**config.mk**
```make
export PLATFORM = sky130hd
export DESIGN_NAME = rv32i_core
export DESIGN_NICKNAME = d
export VERILOG_FILES = /design/src/verilog/rv32i_pkg.sv /design/src/verilog/decode_stage.sv /design/src/verilog/execute_stage.sv /design/src/verilog/fetch_stage.sv /design/src/verilog/hazard_unit.sv /design/src/verilog/mem_wb_stage.sv /design/src/verilog/register_file.sv /design/src/verilog/rv32i_core.sv
export VERILOG_INCLUDE_DIRS = /design/src /design/src/verilog
export SDC_FILE = /design/constraint.sdc
export NUM_CORES = 2
export LEC_CHECK = 0
export ABC_AREA = 0
export BUFFER_PORTS_ARGS = -buffer_cell sky130_fd_sc_hd__buf_4
export CELL_PAD_IN_SITES_DETAIL_PLACEMENT = 0
export CELL_PAD_IN_SITES_GLOBAL_PLACEMENT = 1
export CORE_UTILIZATION = 47
export DETAILED_ROUTE_END_ITERATION = 7
export PLACE_DENSITY_LB_ADDON = 0.1
export SLEW_MARGIN = 20
export SYNTH_ARGS = -nofsm -noshare
export SYNTH_HDL_FRONTEND = slang
export SYNTH_HIERARCHICAL = 1
export SYNTH_SLANG_ARGS = --single-unit
```
**constraint.sdc**
```tcl
create_clock -name clk -period 5.8 [get_ports clk]
set_clock_uncertainty 0.2 [all_clocks]
set_input_delay 1.16 -clock clk [delete_from_list [all_inputs] [get_ports clk]]
set_output_delay 1.16 -clock clk [all_outputs]
set_load 0.005 [all_outputs]
```
**src/verilog/rv32i_config.svh**
```systemverilog
`ifndef RV32I_CONFIG_SVH
`define RV32I_CONFIG_SVH

// First fetch address after reset
`define RV_RESET_PC 32'h0000_0000

// Architectural registers, x0 included
`define RV_NUM_REGS 32

`endif

```
**src/verilog/rv32i_pkg.sv**
```systemverilog
`default_nettype none

package rv32i_pkg;

    //////////////////////////////////////////////////
    // Encodings
    //////////////////////////////////////////////////

    typedef enum logic [6:0] {
        OPC_LUI    = 7'b0110111,
        OPC_OP     = 7'b0110011,
        OPC_OP_IMM = 7'b0010011,
        OPC_LOAD   = 7'b0000011,
        OPC_STORE  = 7'b0100011,
        OPC_BRANCH = 7'b1100011,
        OPC_JAL    = 7'b1101111
    } opcode_e;

    typedef enum logic [3:0] {
        ALU_ADD,
        ALU_SUB,
        ALU_AND,
        ALU_OR,
        ALU_XOR,
        ALU_SLT,
        ALU_SLL,
        ALU_SRL
    } alu_op_e;

    typedef enum logic [1:0] {
        FWD_RF  = 2'd0,
        FWD_MEM = 2'd1,
        FWD_WB  = 2'd2
    } fwd_sel_e;

    // Register and I-type layout
    typedef struct packed {
        logic [6:0] funct7;
        logic [4:0] rs2;
        logic [4:0] rs1;
        logic [2:0] funct3;
        logic [4:0] rd;
        logic [6:0] opcode;
    } ri_view_t;

    // S and B layout
    typedef struct packed {
        logic [6:0] imm_hi;
        logic [4:0] rs2;
        logic [4:0] rs1;
        logic [2:0] funct3;
        logic [4:0] imm_lo;
        logic [6:0] opcode;
    } sb_view_t;

    typedef union packed {
        ri_view_t ri;
        sb_view_t sb;
    } instr_u;

    //////////////////////////////////////////////////
    // Pipeline registers
    //////////////////////////////////////////////////

    typedef struct packed {
        instr_u      instr;
        logic [31:0] pc;
    } if_id_t;

    typedef struct packed {
        logic        valid;
        logic [4:0]  rs1;
        logic [4:0]  rs2;
        logic [4:0]  rd;
        logic [31:0] op_a;
        logic [31:0] op_b;
        logic [31:0] imm;
        logic [31:0] pc;
        alu_op_e     alu_op;
        logic        use_imm;
        logic        load;
        logic        store;
        logic        branch;
        logic        bne;
        logic        jump;
        logic        lui;
        logic        reg_write;
    } id_ex_t;

    typedef struct packed {
        logic        valid;
        logic [4:0]  rd;
        logic        reg_write;
        logic        load;
        logic        store;
        logic [31:0] result;
        logic [31:0] store_data;
    } ex_mem_t;

    typedef struct packed {
        logic        valid;
        logic [4:0]  rd;
        logic        reg_write;
        logic [31:0] value;
    } mem_wb_t;

endpackage

`default_nettype wire
```
**src/verilog/decode_stage.sv**
```systemverilog
`default_nettype none

module decode_stage (
    input  wire logic               clk,
    input  wire logic               arst_n_i,
    input  wire logic               stall_i,
    input  wire logic               flush_i,
    input  wire rv32i_pkg::if_id_t  if_id_i,
    input  wire rv32i_pkg::mem_wb_t wb_i,
    output rv32i_pkg::id_ex_t       id_ex_o,
    output logic [4:0]              rs1_o,
    output logic [4:0]              rs2_o
);

    rv32i_pkg::instr_u  ins;
    rv32i_pkg::id_ex_t  dec;
    rv32i_pkg::alu_op_e alu_op;
    logic        alu_ok;
    logic        use_rs1;
    logic        use_rs2;
    logic [31:0] rs1_data;
    logic [31:0] rs2_data;
    logic [31:0] imm_i;
    logic [31:0] imm_s;
    logic [31:0] imm_b;
    logic [31:0] imm_j;
    logic [31:0] imm_u;

    assign ins = if_id_i.instr;

    //////////////////////////////////////////////////
    // Immediates
    //////////////////////////////////////////////////

    assign imm_i = {{20{ins.ri.funct7[6]}}, ins.ri.funct7, ins.ri.rs2};
    assign imm_s = {{20{ins.sb.imm_hi[6]}}, ins.sb.imm_hi, ins.sb.imm_lo};
    assign imm_b = {{19{ins.sb.imm_hi[6]}}, ins.sb.imm_hi[6], ins.sb.imm_lo[0],
                    ins.sb.imm_hi[5:0], ins.sb.imm_lo[4:1], 1'b0};
    assign imm_j = {{11{ins.ri.funct7[6]}}, ins.ri.funct7[6], ins.ri.rs1, ins.ri.funct3,
                    ins.ri.rs2[0], ins.ri.funct7[5:0], ins.ri.rs2[4:1], 1'b0};
    assign imm_u = {ins.ri.funct7, ins.ri.rs2, ins.ri.rs1, ins.ri.funct3, 12'b0};

    // Only real source operands reach the hazard unit
    assign rs1_o = use_rs1 ? ins.ri.rs1 : 5'd0;
    assign rs2_o = use_rs2 ? ins.ri.rs2 : 5'd0;

    register_file u_regs (
        .clk        (clk),
        .arst_n_i   (arst_n_i),
        .rs1_i      (rs1_o),
        .rs2_i      (rs2_o),
        .wb_i       (wb_i),
        .rs1_data_o (rs1_data),
        .rs2_data_o (rs2_data)
    );

    // OP and OP-IMM share funct3
    always_comb begin
        alu_ok = 1'b1;
        case (ins.ri.funct3)
            3'b000: begin
                if ((ins.ri.opcode == rv32i_pkg::OPC_OP) && ins.ri.funct7[5]) begin
                    alu_op = rv32i_pkg::ALU_SUB;
                end else begin
                    alu_op = rv32i_pkg::ALU_ADD;
                end
            end
            3'b001: alu_op = rv32i_pkg::ALU_SLL;
            3'b010: alu_op = rv32i_pkg::ALU_SLT;
            3'b100: alu_op = rv32i_pkg::ALU_XOR;
            3'b101: begin
                alu_op = rv32i_pkg::ALU_SRL;
                alu_ok = !ins.ri.funct7[5];
            end
            3'b110: alu_op = rv32i_pkg::ALU_OR;
            3'b111: alu_op = rv32i_pkg::ALU_AND;
            default: begin
                alu_op = rv32i_pkg::ALU_ADD;
                alu_ok = 1'b0;
            end
        endcase
    end

    //////////////////////////////////////////////////
    // Control
    //////////////////////////////////////////////////

    always_comb begin
        dec        = '0;
        dec.valid  = 1'b1;
        dec.rd     = ins.ri.rd;
        dec.pc     = if_id_i.pc;
        dec.alu_op = rv32i_pkg::ALU_ADD;
        use_rs1    = 1'b0;
        use_rs2    = 1'b0;
        case (ins.ri.opcode)
            rv32i_pkg::OPC_LUI: begin
                dec.lui       = 1'b1;
                dec.reg_write = 1'b1;
                dec.imm       = imm_u;
            end
            rv32i_pkg::OPC_OP: begin
                use_rs1       = 1'b1;
                use_rs2       = 1'b1;
                dec.reg_write = 1'b1;
                dec.alu_op    = alu_op;
                dec.valid     = alu_ok;
            end
            rv32i_pkg::OPC_OP_IMM: begin
                use_rs1       = 1'b1;
                dec.use_imm   = 1'b1;
                dec.reg_write = 1'b1;
                dec.imm       = imm_i;
                dec.alu_op    = alu_op;
                dec.valid     = alu_ok;
            end
            rv32i_pkg::OPC_LOAD: begin
                use_rs1       = 1'b1;
                dec.use_imm   = 1'b1;
                dec.load      = 1'b1;
                dec.reg_write = 1'b1;
                dec.imm       = imm_i;
                dec.valid     = (ins.ri.funct3 == 3'b010);
            end
            rv32i_pkg::OPC_STORE: begin
                use_rs1     = 1'b1;
                use_rs2     = 1'b1;
                dec.use_imm = 1'b1;
                dec.store   = 1'b1;
                dec.imm     = imm_s;
                dec.valid   = (ins.sb.funct3 == 3'b010);
            end
            rv32i_pkg::OPC_BRANCH: begin
                use_rs1    = 1'b1;
                use_rs2    = 1'b1;
                dec.branch = 1'b1;
                dec.bne    = ins.sb.funct3[0];
                dec.imm    = imm_b;
                dec.valid  = (ins.sb.funct3[2:1] == 2'b00);
            end
            rv32i_pkg::OPC_JAL: begin
                dec.jump      = 1'b1;
                dec.reg_write = 1'b1;
                dec.imm       = imm_j;
            end
            default: dec.valid = 1'b0;
        endcase
        dec.rs1  = rs1_o;
        dec.rs2  = rs2_o;
        dec.op_a = rs1_data;
        dec.op_b = rs2_data;
    end

    // Bubble on stall or flush
    always_ff @(posedge clk or negedge arst_n_i) begin
        if (!arst_n_i) begin
            id_ex_o <= '0;
        end else if (flush_i || stall_i) begin
            id_ex_o <= '0;
        end else begin
            id_ex_o <= dec;
        end
    end

endmodule

`default_nettype wire

```
**src/verilog/execute_stage.sv**
```systemverilog
`default_nettype none

module execute_stage (
    input  wire logic                clk,
    input  wire logic                arst_n_i,
    input  wire rv32i_pkg::id_ex_t   id_ex_i,
    input  wire rv32i_pkg::fwd_sel_e fwd_a_i,
    input  wire rv32i_pkg::fwd_sel_e fwd_b_i,
    input  wire logic [31:0]         mem_fwd_i,
    input  wire logic [31:0]         wb_fwd_i,
    output rv32i_pkg::ex_mem_t       ex_mem_o,
    output logic                     redirect_o,
    output logic [31:0]              redirect_pc_o
);

    logic [31:0] opnd_a;
    logic [31:0] opnd_b;
    logic [31:0] alu_b;
    logic [31:0] alu_res;
    logic [31:0] result;
    logic        taken;

    function automatic logic [31:0] fwd_mux(input rv32i_pkg::fwd_sel_e sel,
                                            input logic [31:0] rf_val);
        case (sel)
            rv32i_pkg::FWD_MEM: return mem_fwd_i;
            rv32i_pkg::FWD_WB:  return wb_fwd_i;
            default:            return rf_val;
        endcase
    endfunction

    always_comb begin
        opnd_a = fwd_mux(fwd_a_i, id_ex_i.op_a);
        opnd_b = fwd_mux(fwd_b_i, id_ex_i.op_b);
    end

    assign alu_b = id_ex_i.use_imm ? id_ex_i.imm : opnd_b;

    //////////////////////////////////////////////////
    // ALU
    //////////////////////////////////////////////////

    always_comb begin
        case (id_ex_i.alu_op)
            rv32i_pkg::ALU_SUB: alu_res = opnd_a - alu_b;
            rv32i_pkg::ALU_AND: alu_res = opnd_a & alu_b;
            rv32i_pkg::ALU_OR:  alu_res = opnd_a | alu_b;
            rv32i_pkg::ALU_XOR: alu_res = opnd_a ^ alu_b;
            rv32i_pkg::ALU_SLT: alu_res = {31'b0, $signed(opnd_a) < $signed(alu_b)};
            rv32i_pkg::ALU_SLL: alu_res = opnd_a << alu_b[4:0];
            rv32i_pkg::ALU_SRL: alu_res = opnd_a >> alu_b[4:0];
            default:            alu_res = opnd_a + alu_b;
        endcase
    end

    // JAL links PC plus four
    assign result = id_ex_i.lui  ? id_ex_i.imm :
                    id_ex_i.jump ? id_ex_i.pc + 32'd4 : alu_res;

    assign taken = id_ex_i.jump || (id_ex_i.branch && ((opnd_a == opnd_b) != id_ex_i.bne));
    assign redirect_o    = id_ex_i.valid && taken;
    assign redirect_pc_o = id_ex_i.pc + id_ex_i.imm;

    always_ff @(posedge clk or negedge arst_n_i) begin
        if (!arst_n_i) begin
            ex_mem_o <= '0;
        end else begin
            ex_mem_o.valid      <= id_ex_i.valid;
            ex_mem_o.rd         <= id_ex_i.rd;
            ex_mem_o.reg_write  <= id_ex_i.reg_write;
            ex_mem_o.load       <= id_ex_i.load;
            ex_mem_o.store      <= id_ex_i.store;
            ex_mem_o.result     <= result;
            ex_mem_o.store_data <= opnd_b;
        end
    end

endmodule

`default_nettype wire

```
**src/verilog/fetch_stage.sv**
```systemverilog
`default_nettype none

`include "rv32i_config.svh"

module fetch_stage (
    input  wire logic             clk,
    input  wire logic             arst_n_i,
    input  wire logic             stall_i,
    input  wire logic             redirect_i,
    input  wire logic [31:0]      redirect_pc_i,
    input  wire logic [31:0]      instr_i,
    output logic [31:0]           instr_addr_o,
    output rv32i_pkg::if_id_t     if_id_o
);

    logic [31:0] pc;

    assign instr_addr_o = pc;

    always_ff @(posedge clk or negedge arst_n_i) begin
        if (!arst_n_i) begin
            pc <= `RV_RESET_PC;
        end else if (redirect_i) begin
            pc <= redirect_pc_i;
        end else if (!stall_i) begin
            pc <= pc + 32'd4;
        end
    end

    // All-zero word decodes as an invalid opcode
    always_ff @(posedge clk or negedge arst_n_i) begin
        if (!arst_n_i) begin
            if_id_o <= '0;
        end else if (redirect_i) begin
            if_id_o <= '0;
        end else if (!stall_i) begin
            if_id_o.instr <= instr_i;
            if_id_o.pc    <= pc;
        end
    end

endmodule

`default_nettype wire

```
**src/verilog/hazard_unit.sv**
```systemverilog
`default_nettype none

module hazard_unit (
    input  wire rv32i_pkg::id_ex_t  id_ex_i,
    input  wire rv32i_pkg::ex_mem_t ex_mem_i,
    input  wire rv32i_pkg::mem_wb_t mem_wb_i,
    input  wire logic [4:0]         rs1_id_i,
    input  wire logic [4:0]         rs2_id_i,
    output rv32i_pkg::fwd_sel_e     fwd_a_o,
    output rv32i_pkg::fwd_sel_e     fwd_b_o,
    output logic                    stall_o
);

    logic mem_writes;
    logic wb_writes;
    logic load_in_ex;

    assign mem_writes = ex_mem_i.valid && ex_mem_i.reg_write && (ex_mem_i.rd != 5'd0);
    assign wb_writes  = mem_wb_i.valid && mem_wb_i.reg_write && (mem_wb_i.rd != 5'd0);

    // Memory stage holds the newer result
    function automatic rv32i_pkg::fwd_sel_e pick(input logic [4:0] rs);
        if (mem_writes && (ex_mem_i.rd == rs)) return rv32i_pkg::FWD_MEM;
        if (wb_writes && (mem_wb_i.rd == rs)) return rv32i_pkg::FWD_WB;
        return rv32i_pkg::FWD_RF;
    endfunction

    always_comb begin
        fwd_a_o = pick(id_ex_i.rs1);
        fwd_b_o = pick(id_ex_i.rs2);
    end

    //////////////////////////////////////////////////
    // Load-use
    //////////////////////////////////////////////////

    assign load_in_ex = id_ex_i.valid && id_ex_i.load && (id_ex_i.rd != 5'd0);
    assign stall_o    = load_in_ex && ((id_ex_i.rd == rs1_id_i) || (id_ex_i.rd == rs2_id_i));

endmodule

`default_nettype wire

```
**src/verilog/mem_wb_stage.sv**
```systemverilog
`default_nettype none

module mem_wb_stage (
    input  wire logic               clk,
    input  wire logic               arst_n_i,
    input  wire rv32i_pkg::ex_mem_t ex_mem_i,
    input  wire logic [31:0]        data_rdata_i,
    output logic [31:0]             data_addr_o,
    output logic [31:0]             data_wdata_o,
    output logic                    data_we_o,
    output rv32i_pkg::mem_wb_t      mem_wb_o
);

    // Data port drives word accesses only
    assign data_addr_o  = ex_mem_i.result;
    assign data_wdata_o = ex_mem_i.store_data;
    assign data_we_o    = ex_mem_i.valid && ex_mem_i.store;

    always_ff @(posedge clk or negedge arst_n_i) begin
        if (!arst_n_i) begin
            mem_wb_o <= '0;
        end else begin
            mem_wb_o.valid     <= ex_mem_i.valid;
            mem_wb_o.rd        <= ex_mem_i.rd;
            mem_wb_o.reg_write <= ex_mem_i.reg_write;
            mem_wb_o.value     <= ex_mem_i.load ? data_rdata_i : ex_mem_i.result;
        end
    end

endmodule

`default_nettype wire

```
**src/verilog/register_file.sv**
```systemverilog
`default_nettype none

`include "rv32i_config.svh"

module register_file (
    input  wire logic               clk,
    input  wire logic               arst_n_i,
    input  wire logic [4:0]         rs1_i,
    input  wire logic [4:0]         rs2_i,
    input  wire rv32i_pkg::mem_wb_t wb_i,
    output logic [31:0]             rs1_data_o,
    output logic [31:0]             rs2_data_o
);

    logic [31:0] regs [1:`RV_NUM_REGS-1];
    logic        wr_en;

    assign wr_en = wb_i.valid && wb_i.reg_write && (wb_i.rd != 5'd0);

    always_ff @(posedge clk or negedge arst_n_i) begin
        if (!arst_n_i) begin
            for (int i = 1; i < `RV_NUM_REGS; i++) begin
                regs[i] <= '0;
            end
        end else if (wr_en) begin
            regs[wb_i.rd] <= wb_i.value;
        end
    end

    // x0 first, then same-cycle write
    function automatic logic [31:0] read_port(input logic [4:0] idx);
        if (idx == 5'd0) return '0;
        if (wr_en && (wb_i.rd == idx)) return wb_i.value;
        return regs[idx];
    endfunction

    always_comb begin
        rs1_data_o = read_port(rs1_i);
        rs2_data_o = read_port(rs2_i);
    end

endmodule

`default_nettype wire

```
**src/verilog/rv32i_core.sv**
```systemverilog
`default_nettype none

module rv32i_core (
    input  wire logic        clk,
    input  wire logic        arst_n_i,
    input  wire logic [31:0] instr_i,
    input  wire logic [31:0] data_rdata_i,
    output logic [31:0]      instr_addr_o,
    output logic [31:0]      data_addr_o,
    output logic [31:0]      data_wdata_o,
    output logic             data_we_o
);

    rv32i_pkg::if_id_t   if_id;
    rv32i_pkg::id_ex_t   id_ex;
    rv32i_pkg::ex_mem_t  ex_mem;
    rv32i_pkg::mem_wb_t  mem_wb;
    rv32i_pkg::fwd_sel_e fwd_a;
    rv32i_pkg::fwd_sel_e fwd_b;
    logic                stall;
    logic                redirect;
    logic [31:0]         redirect_pc;
    logic [4:0]          rs1_id;
    logic [4:0]          rs2_id;

    //////////////////////////////////////////////////
    // Front end
    //////////////////////////////////////////////////

    fetch_stage u_fetch (
        .clk           (clk),
        .arst_n_i      (arst_n_i),
        .stall_i       (stall),
        .redirect_i    (redirect),
        .redirect_pc_i (redirect_pc),
        .instr_i       (instr_i),
        .instr_addr_o  (instr_addr_o),
        .if_id_o       (if_id)
    );

    decode_stage u_decode (
        .clk      (clk),
        .arst_n_i (arst_n_i),
        .stall_i  (stall),
        .flush_i  (redirect),
        .if_id_i  (if_id),
        .wb_i     (mem_wb),
        .id_ex_o  (id_ex),
        .rs1_o    (rs1_id),
        .rs2_o    (rs2_id)
    );

    hazard_unit u_hazard (
        .id_ex_i  (id_ex),
        .ex_mem_i (ex_mem),
        .mem_wb_i (mem_wb),
        .rs1_id_i (rs1_id),
        .rs2_id_i (rs2_id),
        .fwd_a_o  (fwd_a),
        .fwd_b_o  (fwd_b),
        .stall_o  (stall)
    );

    //////////////////////////////////////////////////
    // Back end
    //////////////////////////////////////////////////

    execute_stage u_execute (
        .clk           (clk),
        .arst_n_i      (arst_n_i),
        .id_ex_i       (id_ex),
        .fwd_a_i       (fwd_a),
        .fwd_b_i       (fwd_b),
        .mem_fwd_i     (ex_mem.result),
        .wb_fwd_i      (mem_wb.value),
        .ex_mem_o      (ex_mem),
        .redirect_o    (redirect),
        .redirect_pc_o (redirect_pc)
    );

    mem_wb_stage u_mem_wb (
        .clk          (clk),
        .arst_n_i     (arst_n_i),
        .ex_mem_i     (ex_mem),
        .data_rdata_i (data_rdata_i),
        .data_addr_o  (data_addr_o),
        .data_wdata_o (data_wdata_o),
        .data_we_o    (data_we_o),
        .mem_wb_o     (mem_wb)
    );

endmodule

`default_nettype wire

```
==> run_results.csv <==
group,metric,value,unit
synthesis,yosys_warnings,6,
floorplanning,die_w,418,um
synthesis,yosys.area.top_type_share,41.8,%
final_layout,fin_cells,9599,
synthesis,async_flop_share,100,%
placement,placed_area,87300,um2
setup_path,crit_path_max_fanout,17,
global_route,grt_pass1_vias,61700,
floorplanning,core_area,172000,um2
floorplanning,die-area,174000,um2
run_status,run_status,"completed",
placement,dp_hpwl,219,mm
routing,drtIter0Drc,6822,
clock_tree,cts_tree,"yes",
setup_path,critPathLaunchType,"flip-flop",
sta,hold_viol_final,0,
synthesis,ys_seq_elements,1355,
global_route,track_usage,36.2,%
power,irDropWorstVdd,0.321,mV
sta,setup_tns,0,ns
floorplanning,die_y,418,um
routing,wl,318,mm
clock_tree,clkTransAtPathRegs,0.06,ns
final_layout,fin_nets,7363,
synthesis,synth_edf_count,0,
synthesis,netlist_instances,6927,
routing,vias,62300,
synthesis,ys_top_cells_by_area,"dfrtp_1 42%, mux2_2 15%, mux4_2 12%",
sta,fin_crit_sh,97.8,%
global_route,grt-ovfl-total,0,
synthesis,synth_top_area_cell,"dfrtp_1",
placement,dpl.cell_count,9303,
setup_path,worstSetupPathType,"reg -> reg",
sta,fin_crit,5.67,ns
placement,gp_congestion,1.04,
global_route,antenna_found_initial,15,
synthesis,synth_cell_types,106,
routing,antenna_left,0,
sta,worst_pin_slew,1.18,ns
clock_tree,numCtsBuffers,158,
clock_tree,clock_sinks,1355,
final_layout,stdcell_area,93100,um2
setup_path,worstPathRequired,6.31,ns
final_layout,layout_commonest_cell,"dfrtp_1",
final_layout,fill_cells,14900,
global_route,grt_max_degree,173,
final_layout,area_growth,14.7,%
floorplanning,start_util,47.3,%
routing,wl_per_cell,33.2,um
power,power.density,232,nW/um2
sta,relSlewSlack,20.3,%
clock_tree,clockRootBuffer,"clkbuf_16",
synthesis,post_synth_instance_area,81200,um2
sta,fmax,176,MHz
flow_run,cap_violations,0,
min_path,hp-class,"in -> async",
sta,rsz0062_at_grt,"yes",
setup_path,cp-end-kind,"flip-flop",
placement,portBuffers,162,
clock_tree,clock_path_buffers,3,
synthesis,synth_area_per_cell,11.7,um2
clock_tree,cts_hold_buf,0,
sta,setup_violations,0,
synthesis,syn_nets,7129,
routing,firstDrtPassIters,6,
power,power.leakage,0.0420,uW
synthesis,yosysSeqAreaShare,41.8,%
routing,via_per_inst,6.49,
clock_tree,htree_levels,4,
routing,drcViolationCount,0,
floorplanning,rows,152,
floorplanning,pin_count,163,
clock_tree,clock_latency,0.82,ns
final_layout,final_cell_mix,"1353 x dfrtp_1, 1106 x mux2_2, 701 x buf_4",
final_layout,layout-drive-gt1-share,37.9,%
sta,final_max_slew_viol_count,0,
setup_path,crit_arrival,6.18,ns
global_route,grt_pass1_wl,455,mm
synthesis,ys.flop_type,"dfrtp_1",
[worst paths after layout]
kind | start | endpoint | slack, ns | depth (start not counted)
worst max-delay path | u_mem_wb/mem_wb_o[37] | u_decode/id_ex_o[44] | 0.13 | 23
worst min-delay path | arst_n_i | u_decode/u_regs/regs[978] | 0.09 | 1
worst max register to register | u_mem_wb/mem_wb_o[37] | u_decode/id_ex_o[44] | 0.13 | 23
worst min register to register | u_decode/id_ex_o[0] | u_execute/ex_mem_o[66] | 0.15 | 0
max in group asynchronous | arst_n_i | u_decode/u_regs/regs[854] | 3.73 | 2
min in group clk | u_decode/id_ex_o[0] | u_execute/ex_mem_o[66] | 0.15 | 0
[report_power, final]
group	total, uW	internal, uW	switching, uW
sequential	9770	9570	192
combinational	1400	501	899
clock	10400	6160	4240
[registers in the layout, summed over array words and instances (netlist names)]
signal	count
u_decode/id_ex_o	155
u_decode/u_regs/regs	992
u_execute/ex_mem_o	73
u_fetch/if_id_o	64
u_fetch/instr_addr_o	32
u_mem_wb/mem_wb_o	39
[metal layers]
layer  track usage (%)  share of wire, %  vias to the layer above
li1                  -                 -                    26300
met1              51.7                43                    32700
met2              53.4                44                     2785
met3              8.30               8.6                      594
met4              13.9               4.3                        8
met5                 0             0.014                        -
[timing repair]
action                     4_1_cts  5_1_grt
gates resized for setup         17       67
setup endpoints to repair       42      171
setup buffers                    1        6
pin swaps                        1        7
cloned                           0        0
[critical path, cell delays in order, from the launching register on]
cell	delay [ns]
dfrtp_1	0.41
or4_1	0.13
o211ai_1	0.10
or4_4	0.56
nor4_4	0.32
buf_4	0.17
ha_4	0.16
buf_12	0.17
a22oi_1	0.10
o21a_1	0.26
buf_4	0.14
inv_1	0.23
xnor2_1	0.14
nor4_2	0.48
nand4_1	0.18
nor4_2	0.30
buf_4	0.24
xor2_1	0.09
a21oi_2	0.20
nor2b_4	0.07
or2_2	0.33
buf_12	0.15
buf_4	0.16
nor4_1	0.26
[area by class of cell]
| class | instances | area (um2) | share of cell area (%) |
|---|---|---|---|
| multi-input combinational | 4725 | 44000 | 47.2 |
| sequential | 1355 | 33900 | 36.4 |
| timing repair buffer | 750 | 6230 | 6.70 |
| clock buffer | 227 | 4690 | 5.04 |
| tap | 2310 | 2890 | 3.11 |
| clock inverter | 55 | 709 | 0.762 |
| inverter | 171 | 648 | 0.696 |
| antenna | 6 | 15.0 | 0.0161 |
[cells in the mapped netlist (all sizes together) (72+ instances only)]
cell	count
nand3	144
nor2b	72
dfrtp	1355
a221oi	80
buf	384
a21oi	203
and2	137
mux2	1140
mux4	421
nor2	391
mux2i	241
nor3	96
a211oi	127
o22ai	98
a22oi	84
clkbuf	292
nand2	372
ha	134
o21ai	179
xnor2	105
inv	167
[cells by family (layout without fill, tap and decap cells)]
| kind of cell | count (synthesis) | after routing | share of synthesized area, % |
|---|---|---|---|
| AOI/OAI and AO/OA | 1197 | 1197 | 10.3 |
| xor gates and xnor gates | 154 | 154 | 1.66 |
| adders and majority gates | 136 | 136 | 2.12 |
| buffers and inverters | 847 | 1203 | 4.82 |
| DFF | 1355 | 1355 | 41.8 |
| muxes | 1802 | 1802 | 30.6 |
| other | 1 | 7 | 0.00462 |
| and+or+nand+nor | 1435 | 1435 | 8.68 |
[per-stage QoR]
stage	worst slack, ns	hold slack [ns]	util, %	power [uW]
finish	0.130	0.0910	54.3	21600
floorplan	0.0123	0.131	-	10500
global placement	-0.328	0.132	50.9	11300
CTS	0.000841	0.110	54.1	21700
detailed placement	-0.314	0.135	50.9	11300
global route	-0.0403	0.0956	54.2	22300
Power figures use the tool's default switching activity.
